## src/common/loader_pkg.sv

```systemverilog
// ROM map, download stream indices and data-width types for the loader
`default_nettype none

package loader_pkg;

	// ==================================================
	// Data widths
	// ==================================================

	typedef logic [7:0] byte_t;

	// Byte address in the ROM store
	typedef logic [11:0] rom_addr_t;

	// Offset inside one half of the ROM
	typedef logic [10:0] region_addr_t;

	// Host download address and stream tag
	typedef logic [24:0] ioctl_addr_t;
	typedef logic [7:0] ioctl_index_t;

	// ==================================================
	// ROM map
	// ==================================================

	localparam int rom_bytes = 4096;

	// CPU region starts at 0, graphics in the upper half
	localparam rom_addr_t gfx_base = 12'd2048;

	// ==================================================
	// Download indices
	// ==================================================

	localparam ioctl_index_t index_rom = 8'd0;
	localparam ioctl_index_t index_variant = 8'd1;
	localparam ioctl_index_t index_dip = 8'd254;

	// Number of DIP switch bytes kept
	localparam int dip_count = 2;

endpackage

`default_nettype wire

```

## src/common/control_pkg.sv

```systemverilog
// Reset and pause timing constants, hardware variant codes and pixel types
`default_nettype none

package control_pkg;

	// Core reset hold after the ROM is loaded
	typedef logic [7:0] reset_count_t;
	localparam reset_count_t reset_hold_cycles = 8'd32;

	// Pause timer, dims the screen once it saturates
	typedef logic [15:0] pause_timer_t;
	localparam pause_timer_t pause_dim_cycles = 16'd200;

	// ==================================================
	// Pixel types
	// ==================================================

	typedef logic [3:0] channel_t;

	// Red in the top bits, then green, then blue
	typedef logic [11:0] rgb_t;

	// Hardware variant byte and the codes that change orientation
	typedef logic [7:0] variant_t;
	localparam variant_t variant_portrait = 8'h06;
	localparam variant_t variant_portrait_ccw = 8'h0B;

endpackage

`default_nettype wire

```

## src/download/download_decoder.sv

```systemverilog
// Host download decoder: ROM writes, variant register and decode, DIP bytes, ROM-loaded flag
`default_nettype none
`timescale 1ns/1ps

module download_decoder (
	input wire logic clk_sys,
	input wire logic rst_n,
	input wire logic ioctl_download,
	input wire loader_pkg::ioctl_index_t ioctl_index,
	input wire logic ioctl_wr,
	input wire loader_pkg::ioctl_addr_t ioctl_addr,
	input wire loader_pkg::byte_t ioctl_dout,
	output logic rom_wr,
	output loader_pkg::rom_addr_t rom_wr_addr,
	output loader_pkg::byte_t rom_wr_data,
	output logic rom_loaded,
	output control_pkg::variant_t core_mod,
	output logic landscape,
	output logic rotate_ccw,
	output loader_pkg::byte_t dip_sw0,
	output loader_pkg::byte_t dip_sw1
);

	logic rom_download;
	logic rom_download_d;
	logic rom_hit;
	logic dip_hit;

	assign rom_download = ioctl_download && (ioctl_index == loader_pkg::index_rom);

	// Only bytes that fit the store become writes
	assign rom_hit = ioctl_wr && (ioctl_index == loader_pkg::index_rom) &&
		(ioctl_addr < loader_pkg::ioctl_addr_t'(loader_pkg::rom_bytes));

	assign dip_hit = ioctl_wr && (ioctl_index == loader_pkg::index_dip) &&
		(ioctl_addr < loader_pkg::ioctl_addr_t'(loader_pkg::dip_count));

	// ==================================================
	// Control registers
	// ==================================================

	always_ff @(posedge clk_sys or negedge rst_n) begin
		if (!rst_n) begin
			rom_wr <= 1'b0;
			rom_download_d <= 1'b0;
			rom_loaded <= 1'b0;
			core_mod <= '0;
			dip_sw0 <= '0;
			dip_sw1 <= '0;
		end else begin
			rom_wr <= rom_hit;
			rom_download_d <= rom_download;
			// Falling edge of a ROM download marks the image complete
			if (rom_download_d && !rom_download) begin
				rom_loaded <= 1'b1;
			end
			if (ioctl_wr && (ioctl_index == loader_pkg::index_variant)) begin
				core_mod <= ioctl_dout;
			end
			if (dip_hit) begin
				if (ioctl_addr[0]) begin
					dip_sw1 <= ioctl_dout;
				end else begin
					dip_sw0 <= ioctl_dout;
				end
			end
		end
	end

	// Write payload, only sampled when the write strobe is set
	always_ff @(posedge clk_sys) begin
		if (rom_hit) begin
			rom_wr_addr <= loader_pkg::rom_addr_t'(ioctl_addr);
			rom_wr_data <= ioctl_dout;
		end
	end

	// Variant decode into screen orientation
	always_comb begin
		landscape = 1'b1;
		rotate_ccw = 1'b0;
		case (core_mod)
			control_pkg::variant_portrait: begin
				landscape = 1'b0;
			end
			control_pkg::variant_portrait_ccw: begin
				landscape = 1'b0;
				rotate_ccw = 1'b1;
			end
			default: begin
			end
		endcase
	end

endmodule

`default_nettype wire

```

## config.mk

```make
export PLATFORM = sky130hd
export DESIGN_NAME = download_decoder
export DESIGN_NICKNAME = d
export VERILOG_FILES = /design/src/common/loader_pkg.sv /design/src/common/control_pkg.sv /design/src/download/download_decoder.sv
export SDC_FILE = /design/constraint.sdc
export NUM_CORES = 1
export LEC_CHECK = 0
export CAP_MARGIN = 20
export CORE_MARGIN = 2
export CORE_UTILIZATION = 60
export CTS_BUF_LIST = sky130_fd_sc_hd__clkbuf_2 sky130_fd_sc_hd__clkbuf_4 sky130_fd_sc_hd__clkbuf_8
export DETAILED_ROUTE_END_ITERATION = 8
export DONT_BUFFER_PORTS = 1
export PLACE_DENSITY = 0.76
export SETUP_SLACK_MARGIN = 0.5
export SLEW_MARGIN = 20
export SYNTH_ARGS = -nofsm -noshare
export SYNTH_HDL_FRONTEND = slang
export SYNTH_SLANG_ARGS = --single-unit
```

## constraint.sdc

```tcl
create_clock -name clk_sys -period 2.4 [get_ports clk_sys]
set_clock_uncertainty 0.15 [all_clocks]
set_input_delay 0.12 -clock clk_sys [delete_from_list [all_inputs] [get_ports clk_sys]]
set_output_delay 0.12 -clock clk_sys [all_outputs]
set_load 0.1 [all_outputs]
```

# Word-level counts from Yosys, hierarchy flattened
# Cells that the tools add are included.
word_totals:
  regBits: 47
  in_bits: 45
  out_inout_bits: 48
  wordCells: 29
op_classes:
  magnitude_cmp: 2
  eq_ne: 4
  n_mux: 2
  n_bitwise: 1
  n_reduce_logical: 12
ops:
  columns: ["op", "n"]
  rows:
  - ["$lt A25 B13 Y1 const B", 1]
  - ["$lt A25 B2 Y1 const B", 1]
  - ["$eq A8 B1 Y1 const B", 1]
  - ["$eq A8 B3 Y1 const B", 1]
  - ["$eq A8 B4 Y1 const B", 1]
  - ["$eq A8 B8 Y1 const B", 1]
  - ["$logic_not A8 Y1", 1]
  - ["$logic_and A1 B1 Y1", 7]
  - ["$reduce_and A2 Y1", 2]
  - ["$mux W1", 2]
  - ["$reduce_or A2 Y1", 1]
  - ["$logic_not A1 Y1", 1]
  - ["$not A1 Y1", 1]

# Logic depth before layout (Yosys ltp)
# Gate-level depths: netlist of run 1.
logic_depth:
  word_depth: 4
  depth_mapped: 5
  depth_no_buf: 4

# Least setup slack after synthesis of run 1
# OpenSTA, ideal clock, no wires.
synth_path:
  path_kind: "reg-to-output"
  from: "register core_mod[1]"
  to: "output port rotate_ccw"
  arrival_ns: 3.971
  t_required_ns: 2.130
  slack_ns: -1.841
  path_stages_with_launch: 3
  path_buffers: 0
  path_cell_list: "dfrtp_1 nand2_1 nor4_1"
synth_between:
  elab_chain_len: 2
synth_lines:
  columns: ["element", "line", "source"]
  rows:
  - ["start, declared", "download_decoder.sv:17", "output control_pkg::variant_t core_mod,"]
  - ["start signal, assigned", "download_decoder.sv:58", "core_mod <= ioctl_dout;"]
  - ["$eq A8 B4 Y1", "download_decoder.sv:82", "case (core_mod)"]
  - ["$mux W1", "download_decoder.sv:82", null]
  - ["end, declared", "download_decoder.sv:19", "output logic rotate_ccw,"]
# No other way between the ends.

# Final worst setup path of run 1
layout_path:
  from: "register core_mod[3]"
  to: "output port landscape"
layout_between:
  elab_chain_len: 3
  word_cells_on_any_way: 4
  classes_between: "2 x eq/ne; 1 x mux; 1 x reduce/logical"
layout_lines:
  columns: ["element", "line", "source"]
  rows:
  - ["$eq A8 B4 Y1 / $eq A8 B3 Y1 (equally long branches)", "download_decoder.sv:82", null]
  - ["$reduce_or A2 Y1 (no line) *", null, null]
  - ["$mux W1 *", "download_decoder.sv:82", null]
  - ["end, declared", "download_decoder.sv:18", "output logic landscape,"]
# Mark *: on every way between the ends. The rest lies on a longest branch, timed or not.

==> results of run 1 <==
registers in the layout, indices dropped and copies added (netlist names):
| register | cells |
|---|---|
| rom_loaded | 1 |
| dip_sw1 | 8 |
| rom_wr | 1 |
| rom_download_d | 1 |
| dip_sw0 | 8 |
| rom_wr_addr | 12 |
| rom_wr_data | 8 |
| core_mod | 8 |
metrics by stage:
stage,hold WS (ns),instances
5_1_grt,0.0426,182
3_3_place_gp,-0.325,148
4_1_cts,0.0318,181
2_1_floorplan,-0.326,102
3_5_place_dp,-0.325,148
6_report,0.0610,182
cell usage in the layout (no fill, tap or decap):
cell,instances
buf_6,1
nor3_4,1
and4_2,1
nor3b_1,1
mux2_2,16
or4_4,1
nor4_1,2
nor4bb_1,1
buf_4,16
nand2_1,4
edfxtp_1,20
a2111o_2,1
nand3b_1,1
bufinv_16,2
inv_1,2
nand4_2,1
nand3_1,1
dfrtp_2,4
or3b_4,1
nor3_1,2
nor4b_2,1
buf_12,2
dfrtp_1,19
o21bai_1,1
dfrtp_4,4
nor4b_1,1
clkbuf_4,6
dlygate4sd3_1,23
mux2_4,8
nor2_1,3
nor4_2,2
nor4_4,2
power by group through the flow:
stage | logic [mW] | registers, mW | clock network (mW)
after floorplan | 0.0166 | 0.918 | 0
after global placement | 0.0643 | 0.882 | 0
after detailed placement | 0.0648 | 0.882 | 0
after CTS | 0.116 | 0.865 | 0.580
after global routing | 0.125 | 0.867 | 0.616
final | 0.119 | 0.865 | 0.579
critical path, stage by stage, from the launching register on:
cell,delay (ns)
dfrtp_4,0.52
or3b_4,0.37
a2111o_2,0.67
metal layers:
layer / up-vias / track usage, % / wire, um / part of all wire, %
met3: 2 / 8.95 / 346 / 8.6
met1: 549 / 29.1 / 1450 / 36
met2: 63 / 42.9 / 2220 / 55
li1: 482 / - / - / -
met5: - / 0 / 0 / 0
met4: 0 / 6.82 / 19 / 0.47
cell type report:
cell class	instances	area [sq um]
repair buffers	42	402
clock buffers	6	45.0
well taps	31	38.8
multi-input cells	52	552
fillers	131	404
inverters	2	7.51
flip-flops and latches	47	1300
clock inverters	2	60.1
kinds of logic (layout without fill, tap and decap cells):
logic type,count (synthesis),in the layout,synth area share [%]
and+or+nand+nor,26,26,11.2
AOI/OAI and AO/OA,2,2,1.03
DFF,47,47,70.2
muxes,24,24,16.5
buffers and inverters,3,52,1.03
path summary, 6_finish.rpt:
path / endpoint / start / depth (start not counted) / slack (ns)
setup reg to reg: dip_sw1[1]$_DFFE_PN0P_ / dip_sw1[1]$_DFFE_PN0P_ / 1 / 0.91
hold reg to reg: rom_loaded$_DFFE_PN0P_ / rom_download_d$_DFF_PN0_ / 2 / 0.37
min in group asynchronous: rom_wr$_DFF_PN0_ / rst_n / 2 / 0.09
setup / recovery: landscape / core_mod[3]$_DFFE_PN0P_ / 2 / 0.23
max in group asynchronous: core_mod[3]$_DFFE_PN0P_ / rst_n / 2 / 1.84
hold / removal: dip_sw0[6]$_DFFE_PN0P_ / ioctl_addr[0] / 3 / 0.06
timing repair:
| action | 4_1_cts | 5_1_grt |
|---|---|---|
| resized for setup | 6 | 0 |
| endpoints found under the setup margin | 2 | 2 |
| hold buffers | 24 | 0 |
| setup buffers | 1 | 1 |
| pin swaps | 1 | 3 |
| endpoints found under the hold margin | 74 | 0 |
==> reports/results.tsv, run 1 <==
metric	value	unit
grt ovf	0	
Final setup violation count	0	
chip width	59.0	um
worst relative slew slack	37.4	%
dpl cell area	0.00201	sq mm
CTS sink cnt	47	
Worst-Margin Slew	0.939	ns
clock slew at reported path FFs	0.13	ns
Mapped Cells	102	
CP endpoint kind	primary output	
H-tree depth	2	
Synth Warn #	0	
PnR worst setup slack	0.227	ns
sequential fraction of the synthesis area	70.2	%
DR iter-0 viols	45	
unrepaired setup endpoints after global routing	yes	
final wirelength	4040	um
largest net degree at the start of global routing	28	
prevailing post-synth register cell	dfrtp_1	
Combinational Power Share	7.6	%
Core Footprint	0.00281	sq mm
die area	0.00348	sq mm
Antenna Cells	0	
# DRC	0	
Avg Cell Area, Syn	17.8	sq um
Post-synth top cells	dfrtp_1 (27), edfxtp_1 (20), mux2_2 (16), mux2_4 (8), nand2_1 (4)	
#FFs+latches synth	47	
Final Instance Area	0.00240	sq mm
max frequency	460	MHz
Netlist Area Pre-Place	0.00182	sq mm
DRT Pass-1 Iters	4	
Net Sw Frac	21.1	%
Setup Crit Path Kind	reg -> out	
period utilisation layout	90.6	%
initial antenna violation count	0	
WL/cell	22.2	um
Psw	0.330	mW
clock share of power	37.0	%
total power	1.56	mW
Die Y	59.0	um
final net count	195	
CTS tree	yes	
initial core utilization	64.8	%
Finished Core Util	85.6	%
Data required, critical path	2.13	ns
vias in the first global route	1146	
Yosys top cell area share	37.2	%
worst vdd ir	0.528	mV
status	finished, final reports clean	
port buffer count	0	
critical path peak fanout	2	
Rows	19	
Root Buffer Master	clkbuf_4	
Area Overhead vs Synth	32.2	%
Total GRT Usage	24.7	%
via count	1096	
asr flop ratio synth	57.4	%
clk_lat worst skew	0.34	ns
Synthesized Nets	147	
Tightest Hold Check Type	in -> reg	
most numerous cell in the Yosys netlist	dfrtp_1	
I/O pin cnt	93	
Int Pwr	1.23	mW
Power Density	651	mW/mm^2
LEAKAGE	1.03	nW
Startpoint Class	flop	
Min Clock Period, post-route	2.17	ns
largest cells by area after synthesis	dfrtp_1 (37%), edfxtp_1 (33%), mux2_2 (9.9%)	
Post-synth EDFFs	20	
Critical Path AT	1.90	ns
first-pass GRT wire length	6000	um
layout cells sized above 1	46.4	%
vias per inst	6.02	
DP Wirelength	2330	um
max-cap viol count	0	
area leader, netlist	dfrtp_1	
Final Hold Viols	0	
setup TNS	0	ns
Seq pwr share	55.4	%
Detail Route Antenna Nets	0	
dpl ws	0.452	ns
Max Slew Vio Count	0	
Bufs on Longest Clock Path	2	
GPL Wtd Cong	0.776	
CTS Buf Count	5	
synth unique cells	24	
(Power assumes the default switching activity.)
==> run 2, diff against run 1 <==
--- a/config.mk
+++ b/config.mk
@@ -12,6 +12,7 @@
 export DETAILED_ROUTE_END_ITERATION = 8
 export DONT_BUFFER_PORTS = 1
 export PLACE_DENSITY = 0.76
+export REMOVE_ABC_BUFFERS = 1
 export SETUP_SLACK_MARGIN = 0.5
 export SLEW_MARGIN = 20
 export SYNTH_ARGS = -nofsm -noshare
==> run 2 against run 1 <==
Via count about the same. Combinational power grew 12%. Register-to-register slack gained 0.02 ns. Cell count increased by 1.6%. Sequential share of layout area decreased by 0.19 points. Clock-buffer cell count down 1. Largest power group unchanged. Utilization shrank 1.0 points. Critical path type unchanged. Sequential power down 2%. Fmax grew 7.4%. Hold slack got worse by 0.018 ns. Total power decreased by 8.3%. Global-route usage down 1.1 points.
==> reports/results.tsv, run 2 (synthesis results as in run 1) <==
metric	value	unit
Crit-path slowest cell	dfrtp_1	
most frequent cells in the layout	dfrtp_1 (27), dlygate4sd3_1 (23), edfxtp_1 (20)	
first-pass GRT wire length	5750	um
# DRC	0	
max reg flops	12	
clk_lat worst skew	0.35	ns
Bufs on Longest Clock Path	2	
Detail Route Antenna Nets	0	
Die Y	59.0	um
placed insts	150	
Max Slew Vio Count	0	
DP Wirelength	2510	um
layout cells sized above 1	40.9	%
max frequency	494	MHz
final wirelength	3840	um
vias per inst	5.92	
CTS Buf Count	5	
GPL Wtd Cong	0.748	
Root Buffer Master	clkbuf_4	
dpl ws	0.473	ns
Data required, critical path	2.13	ns
total power	1.43	mW
H-tree depth	2	
PnR worst setup slack	0.376	ns
Power Density	604	mW/mm^2
Rows	19	
Worst-Margin Slew	0.924	ns
final net count	198	
family with the most delay on the worst path	flip-flops	
chip width	59.0	um
DR iter-0 viols	57	
die area	0.00348	sq mm
fin cells	185	
CTS tree	yes	
Antenna Cells	0	
LEAKAGE	1.04	nW
Finished Core Util	84.6	%
vias in the first global route	1171	
Min Clock Period, post-route	2.02	ns
commonest non-fill, non-tap cell in the layout	dfrtp_1	
Setup Crit Path Kind	reg -> out	
max incr delay on CP	0.41	ns
Startpoint Class	flop	
DRT Pass-1 Iters	4	
crit path cell chain	or3b_4 > a2111o_1 > buf_12	
Top reg by flops	rom_wr_addr	
WL/cell	20.7	um
Area Overhead vs Synth	30.6	%
setup TNS	0	ns
max-cap viol count	0	
Final setup violation count	0	
largest net degree at the start of global routing	28	
worst relative slew slack	38.4	%
Core Footprint	0.00281	sq mm
critical path peak fanout	2	
initial antenna violation count	0	
worst path buffer plus inverter count	1	
clock slew at reported path FFs	0.13	ns
CP endpoint kind	primary output	
worst vdd ir	0.441	mV
I/O pin cnt	93	
status	finished, final reports clean	
grt ovf	0	
initial core utilization	64.8	%
Total GRT Usage	23.6	%
period utilisation layout	84.3	%
Tightest Hold Check Type	in -> async	
port buffer count	0	
CTS sink cnt	47	
Final Hold Viols	0	
Critical Path AT	1.75	ns
filler instances	145	
via count	1095	
unrepaired setup endpoints after global routing	yes	
## run 2: through the flow
stage,instance area (sq um),hold slack [ns]
CTS,2360,0.0316
detailed placement,2020,-0.325
global route,2370,0.0500
floorplan,1810,-0.326
finish,2370,0.0433
global placement,2020,-0.325
## run 2: layout make-up
| cell class | instances | area (sq um) | share of cell area, % |
|---|---|---|---|
| inverter | 2 | 7.51 | 0.316 |
| timing repair buffer | 45 | 438 | 18.5 |
| sequential | 47 | 1280 | 53.8 |
| multi-input combinational | 52 | 536 | 22.6 |
| tap | 31 | 38.8 | 1.64 |
| clock inverter | 3 | 38.8 | 1.64 |
| clock buffer | 5 | 37.5 | 1.58 |
## run 2: timing repair
action,4_1_cts,5_1_grt
hold buffers,24,0
pin swaps,1,0
gates resized for setup,1,0
buffers inserted,2,1
endpoints found under the setup margin,1,1
hold endpoints to repair,74,0
## run 2: report_power, final
group | total [mW] | switching, mW | internal [mW]
sequential | 0.850 | 0.00493 | 0.845
combinational | 0.133 | 0.0820 | 0.0509
clock | 0.451 | 0.237 | 0.214
## run 2: final timing paths
| kind | end | slack (ns) | depth (start not counted) | startpoint |
|---|---|---|---|---|
| max | landscape | 0.38 | 3 | core_mod[0]$_DFFE_PN0P_ |
| min | dip_sw1[4]$_DFFE_PN0P_ | 0.04 | 2 | rst_n |
| max reg2reg | dip_sw0[3]$_DFFE_PN0P_ | 0.93 | 1 | dip_sw0[3]$_DFFE_PN0P_ |
| min reg2reg | rom_loaded$_DFFE_PN0P_ | 0.37 | 2 | rom_download_d$_DFF_PN0_ |
| max in group asynchronous | dip_sw0[6]$_DFFE_PN0P_ | 1.90 | 2 | rst_n |
| min in group clk_sys | dip_sw0[1]$_DFFE_PN0P_ | 0.08 | 4 | ioctl_index[0] |
## run 2: layer usage
layer | wire [um] | up-vias | track usage [%]
met3 | 295 | 2 | 8.95
met1 | 1410 | 545 | 25.3
met4 | 19 | 0 | 6.49
li1 | - | 492 | -
met2 | 2110 | 56 | 43.2
met5 | 0 | - | 0
==> run 3, diff against run 2 <==
==> constraint.sdc (replaced) <==
create_clock -name clk_sys -period 2.08 [get_ports clk_sys]
set_clock_uncertainty 0.15 [all_clocks]
set_input_delay 0.104 -clock clk_sys [delete_from_list [all_inputs] [get_ports clk_sys]]
set_output_delay 0.104 -clock clk_sys [all_outputs]
set_load 0.1 [all_outputs]
==> run 3 against run 2 <==
The flow now stops in global routing (5_1_grt). Area after synthesis unchanged. Synthesized cell count unchanged.
==> reports/results.tsv, run 3 <==
metric	value	unit
asr flop ratio synth	57.4	%
chip width	59.0	um
Yosys top cell area share	37.2	%
Netlist Area Pre-Place	0.00182	sq mm
Post-synth EDFFs	20	
status	aborted with a tool error	
Stopped at	global routing (5_1_grt)	
CTS Buf Count	5	
H-tree depth	2	
largest cells by area after synthesis	dfrtp_1 (37%), edfxtp_1 (33%), mux2_2 (9.9%)	
Mapped Cells	102	
sequential fraction of the synthesis area	70.2	%
port buffer count	0	
initial antenna violation count	0	
Root Buffer Master	clkbuf_4	
#FFs+latches synth	47	
Die Y	59.0	um
dpl ws	0.184	ns
first error	[ERROR DPL-0033] detailed placement checks failed during check placement.	
Worst EP kind	output port	
Synth Warn #	0	
most numerous cell in the Yosys netlist	dfrtp_1	
GPL Wtd Cong	0.754	
synth unique cells	24	
area leader, netlist	dfrtp_1	
DP Wirelength	2860	um
dpl cell area	0.00227	sq mm
I/O pin cnt	93	
Rows	19	
Avg Cell Area, Syn	17.8	sq um
Bufs on Longest Clock Path	2	
initial core utilization	64.8	%
largest net degree at the start of global routing	28	
grt repair worst endpoint	landscape	
prevailing post-synth register cell	dfrtp_1	
Post-synth top cells	dfrtp_1 (27), edfxtp_1 (20), mux2_2 (16), mux2_4 (8), nand2_1 (4)	
CTS sink cnt	47	
run 3: cell counts after synthesis:
Identical to the previous run, type by type.
run 3: kinds of logic after synthesis:
family	Yosys count	synth area share, %
AOI/OAI and AO/OA	2	1.03
buffers and inverters	3	1.03
DFF	47	70.2
muxes	24	16.5
and+or+nand+nor	26	11.2
run 3: timing repair:
item	4_1_cts
hold buffers	25
setup endpoints to repair	2
setup buffers	3
hold endpoints to repair	74
pin swaps	2
gates resized for setup	5
run 3: per-stage QoR:
step	hold WS (ns)	util (%)	TNS (ns)	instances
after global placement	-0.341	80.9	0	183
after CTS	0.0213	94.3	-0.0374	219
after detailed placement	-0.341	80.9	0	183
after floorplan	-0.342	-	-13.42	101
==> run 4, diff against run 3 <==
--- a/config.mk
+++ b/config.mk
@@ -7,13 +7,11 @@
 export LEC_CHECK = 0
 export CAP_MARGIN = 20
 export CORE_MARGIN = 2
-export CORE_UTILIZATION = 60
-export CTS_BUF_LIST = sky130_fd_sc_hd__clkbuf_2 sky130_fd_sc_hd__clkbuf_4 sky130_fd_sc_hd__clkbuf_8
+export CORE_UTILIZATION = 40
 export DETAILED_ROUTE_END_ITERATION = 8
 export DONT_BUFFER_PORTS = 1
-export PLACE_DENSITY = 0.76
+export PLACE_DENSITY_LB_ADDON = 0.15
 export REMOVE_ABC_BUFFERS = 1
-export SETUP_SLACK_MARGIN = 0.5
 export SLEW_MARGIN = 20
 export SYNTH_ARGS = -nofsm -noshare
 export SYNTH_HDL_FRONTEND = slang
==> run 4 against run 3 <==
The flow now finishes without violations.
==> reports/results.tsv, run 4 (synthesis results as in run 1) <==
metric	value	unit
H-tree depth	2	
clk_lat worst skew	0.30	ns
layout cells sized above 1	50.3	%
Min Clock Period, post-route	1.99	ns
most frequent cells in the layout	buf_4 (48), dfrtp_1 (27), dlygate4sd3_1 (23)	
DR iter-0 viols	47	
DP Wirelength	3000	um
reg-to-reg startpoint	core_mod[5]$_DFFE_PN0P_	
Tightest Hold Check Type	in -> reg	
I/O pin cnt	93	
dpl ws	0.173	ns
Power Density	630	mW/mm^2
port buffer count	0	
max incr delay on CP	0.44	ns
max-cap viol count	0	
die area	0.00510	sq mm
GPL Wtd Cong	0.709	
DRT Pass-1 Iters	4	
Antenna Cells	0	
worst reg2reg endpoint	core_mod[5]$_DFFE_PN0P_	
vias in the first global route	1421	
initial core utilization	41.7	%
Total GRT Usage	18.2	%
commonest non-fill, non-tap cell in the layout	buf_4	
max frequency	501	MHz
Finished Core Util	60.7	%
crit path cell chain	buf_6 > nand3b_1 > a2111o_1 > buf_12	
Rows	24	
final wirelength	4380	um
Crit-path slowest cell	a2111o_1	
worst vdd ir	0.526	mV
max reg flops	12	
Area Overhead vs Synth	45.5	%
worst relative slew slack	79.5	%
Worst R2R Path Depth	2	
Detail Route Antenna Nets	0	
vias per inst	5.11	
CTS tree	yes	
# DRC	0	
post-CTS setup buffer count	0	
status	finished, final reports clean	
via count	1210	
CP endpoint kind	primary output	
clock slew at reported path FFs	0.08	ns
total power	1.67	mW
worst hold path stage count	3	
Data required, critical path	1.83	ns
Startpoint Class	flop	
Worst-Margin Slew	0.303	ns
WL/cell	18.5	um
Setup Crit Path Kind	reg -> out	
CTS Buf Count	5	
setup TNS	0	ns
Bufs on Longest Clock Path	2	
final net count	229	
period utilisation layout	95.9	%
Max Slew Vio Count	0	
Root Buffer Master	clkbuf_8	
initial antenna violation count	0	
Final setup violation count	0	
first-pass GRT wire length	7000	um
Critical Path AT	1.74	ns
largest net degree at the start of global routing	28	
Final Hold Viols	0	
CTS sink cnt	47	
Die Y	71.4	um
LEAKAGE	1.20	nW
grt ovf	0	
critical path peak fanout	3	
reg2reg setup slack	0.89	ns
min-delay src	ioctl_addr[0]	
Core Footprint	0.00435	sq mm
unrepaired setup endpoints after global routing	no	
PnR worst setup slack	0.0853	ns
Hold Crit Endpoint	dip_sw0[6]$_DFFE_PN0P_	
Top reg by flops	rom_wr_addr	
chip width	71.4	um
run 4: timing repair:
action                                 CTS  global route
cloned                                   0             0
hold buffers                            24             0
pin swaps                                1             2
endpoints found under the hold margin   74             0
setup endpoints to repair                1             1
gates resized for setup                  1             2
run 4: per-layer routing:
| metal | routed length, um | vias up | global-route usage, % |
|---|---|---|---|
| li1 | - | 550 | - |
| met1 | 1840 | 590 | 23.0 |
| met2 | 2100 | 61 | 29.4 |
| met3 | 349 | 9 | 5.06 |
| met4 | 87 | 0 | 7.76 |
| met5 | 0 | - | 0 |
run 4: final cells by class:
cell class,count,area [sq um]
tap,52,65.1
multi-input combinational,52,536
inverter,2,7.51
timing repair buffer,76,678
clock buffer,6,72.6
clock inverter,2,8.76
sequential,47,1280
fill,342,1710
run 4: metrics by stage:
stage / area [sq um] / hold WS (ns) / cells
floorplan: 1810 / -0.342 / 101
CTS: 2640 / 0.0658 / 237
global placement: 2300 / -0.341 / 205
finish: 2640 / 0.0679 / 237
global route: 2640 / 0.0621 / 237
detailed placement: 2300 / -0.341 / 205
run 4: critical path, delay by kind of cell, from the launching register on:
kind | cells | cell delay (ns)
AO/OA/AOI/OAI | 1 | 0.44
flip-flops | 1 | 0.40
buffers and inverters | 2 | 0.38
AND/OR/NAND/NOR | 1 | 0.21
run 4: report_power, final:
| group | leakage, nW | total, mW | switching (mW) | internal [mW] |
|---|---|---|---|---|
| Combinational | 0.608 | 0.150 | 0.0934 | 0.0567 |
| Clock | 0.0426 | 0.536 | 0.304 | 0.232 |
| Sequential | 0.550 | 0.980 | 0.00606 | 0.974 |
| Total | 1.20 | 1.67 | 0.403 | 1.26 |
run 4: worst max path at each step:
stage,from,to,cells after the start
detailed placement,ioctl_addr[19],dip_sw1[5]$_DFFE_PN0P_,4
floorplan,core_mod[1]$_DFFE_PN0P_,rotate_ccw,2
finish,core_mod[2]$_DFFE_PN0P_,landscape,4
global route,core_mod[0]$_DFFE_PN0P_,landscape,3
global placement,ioctl_addr[16],dip_sw1[2]$_DFFE_PN0P_,4
CTS,core_mod[3]$_DFFE_PN0P_,landscape,4
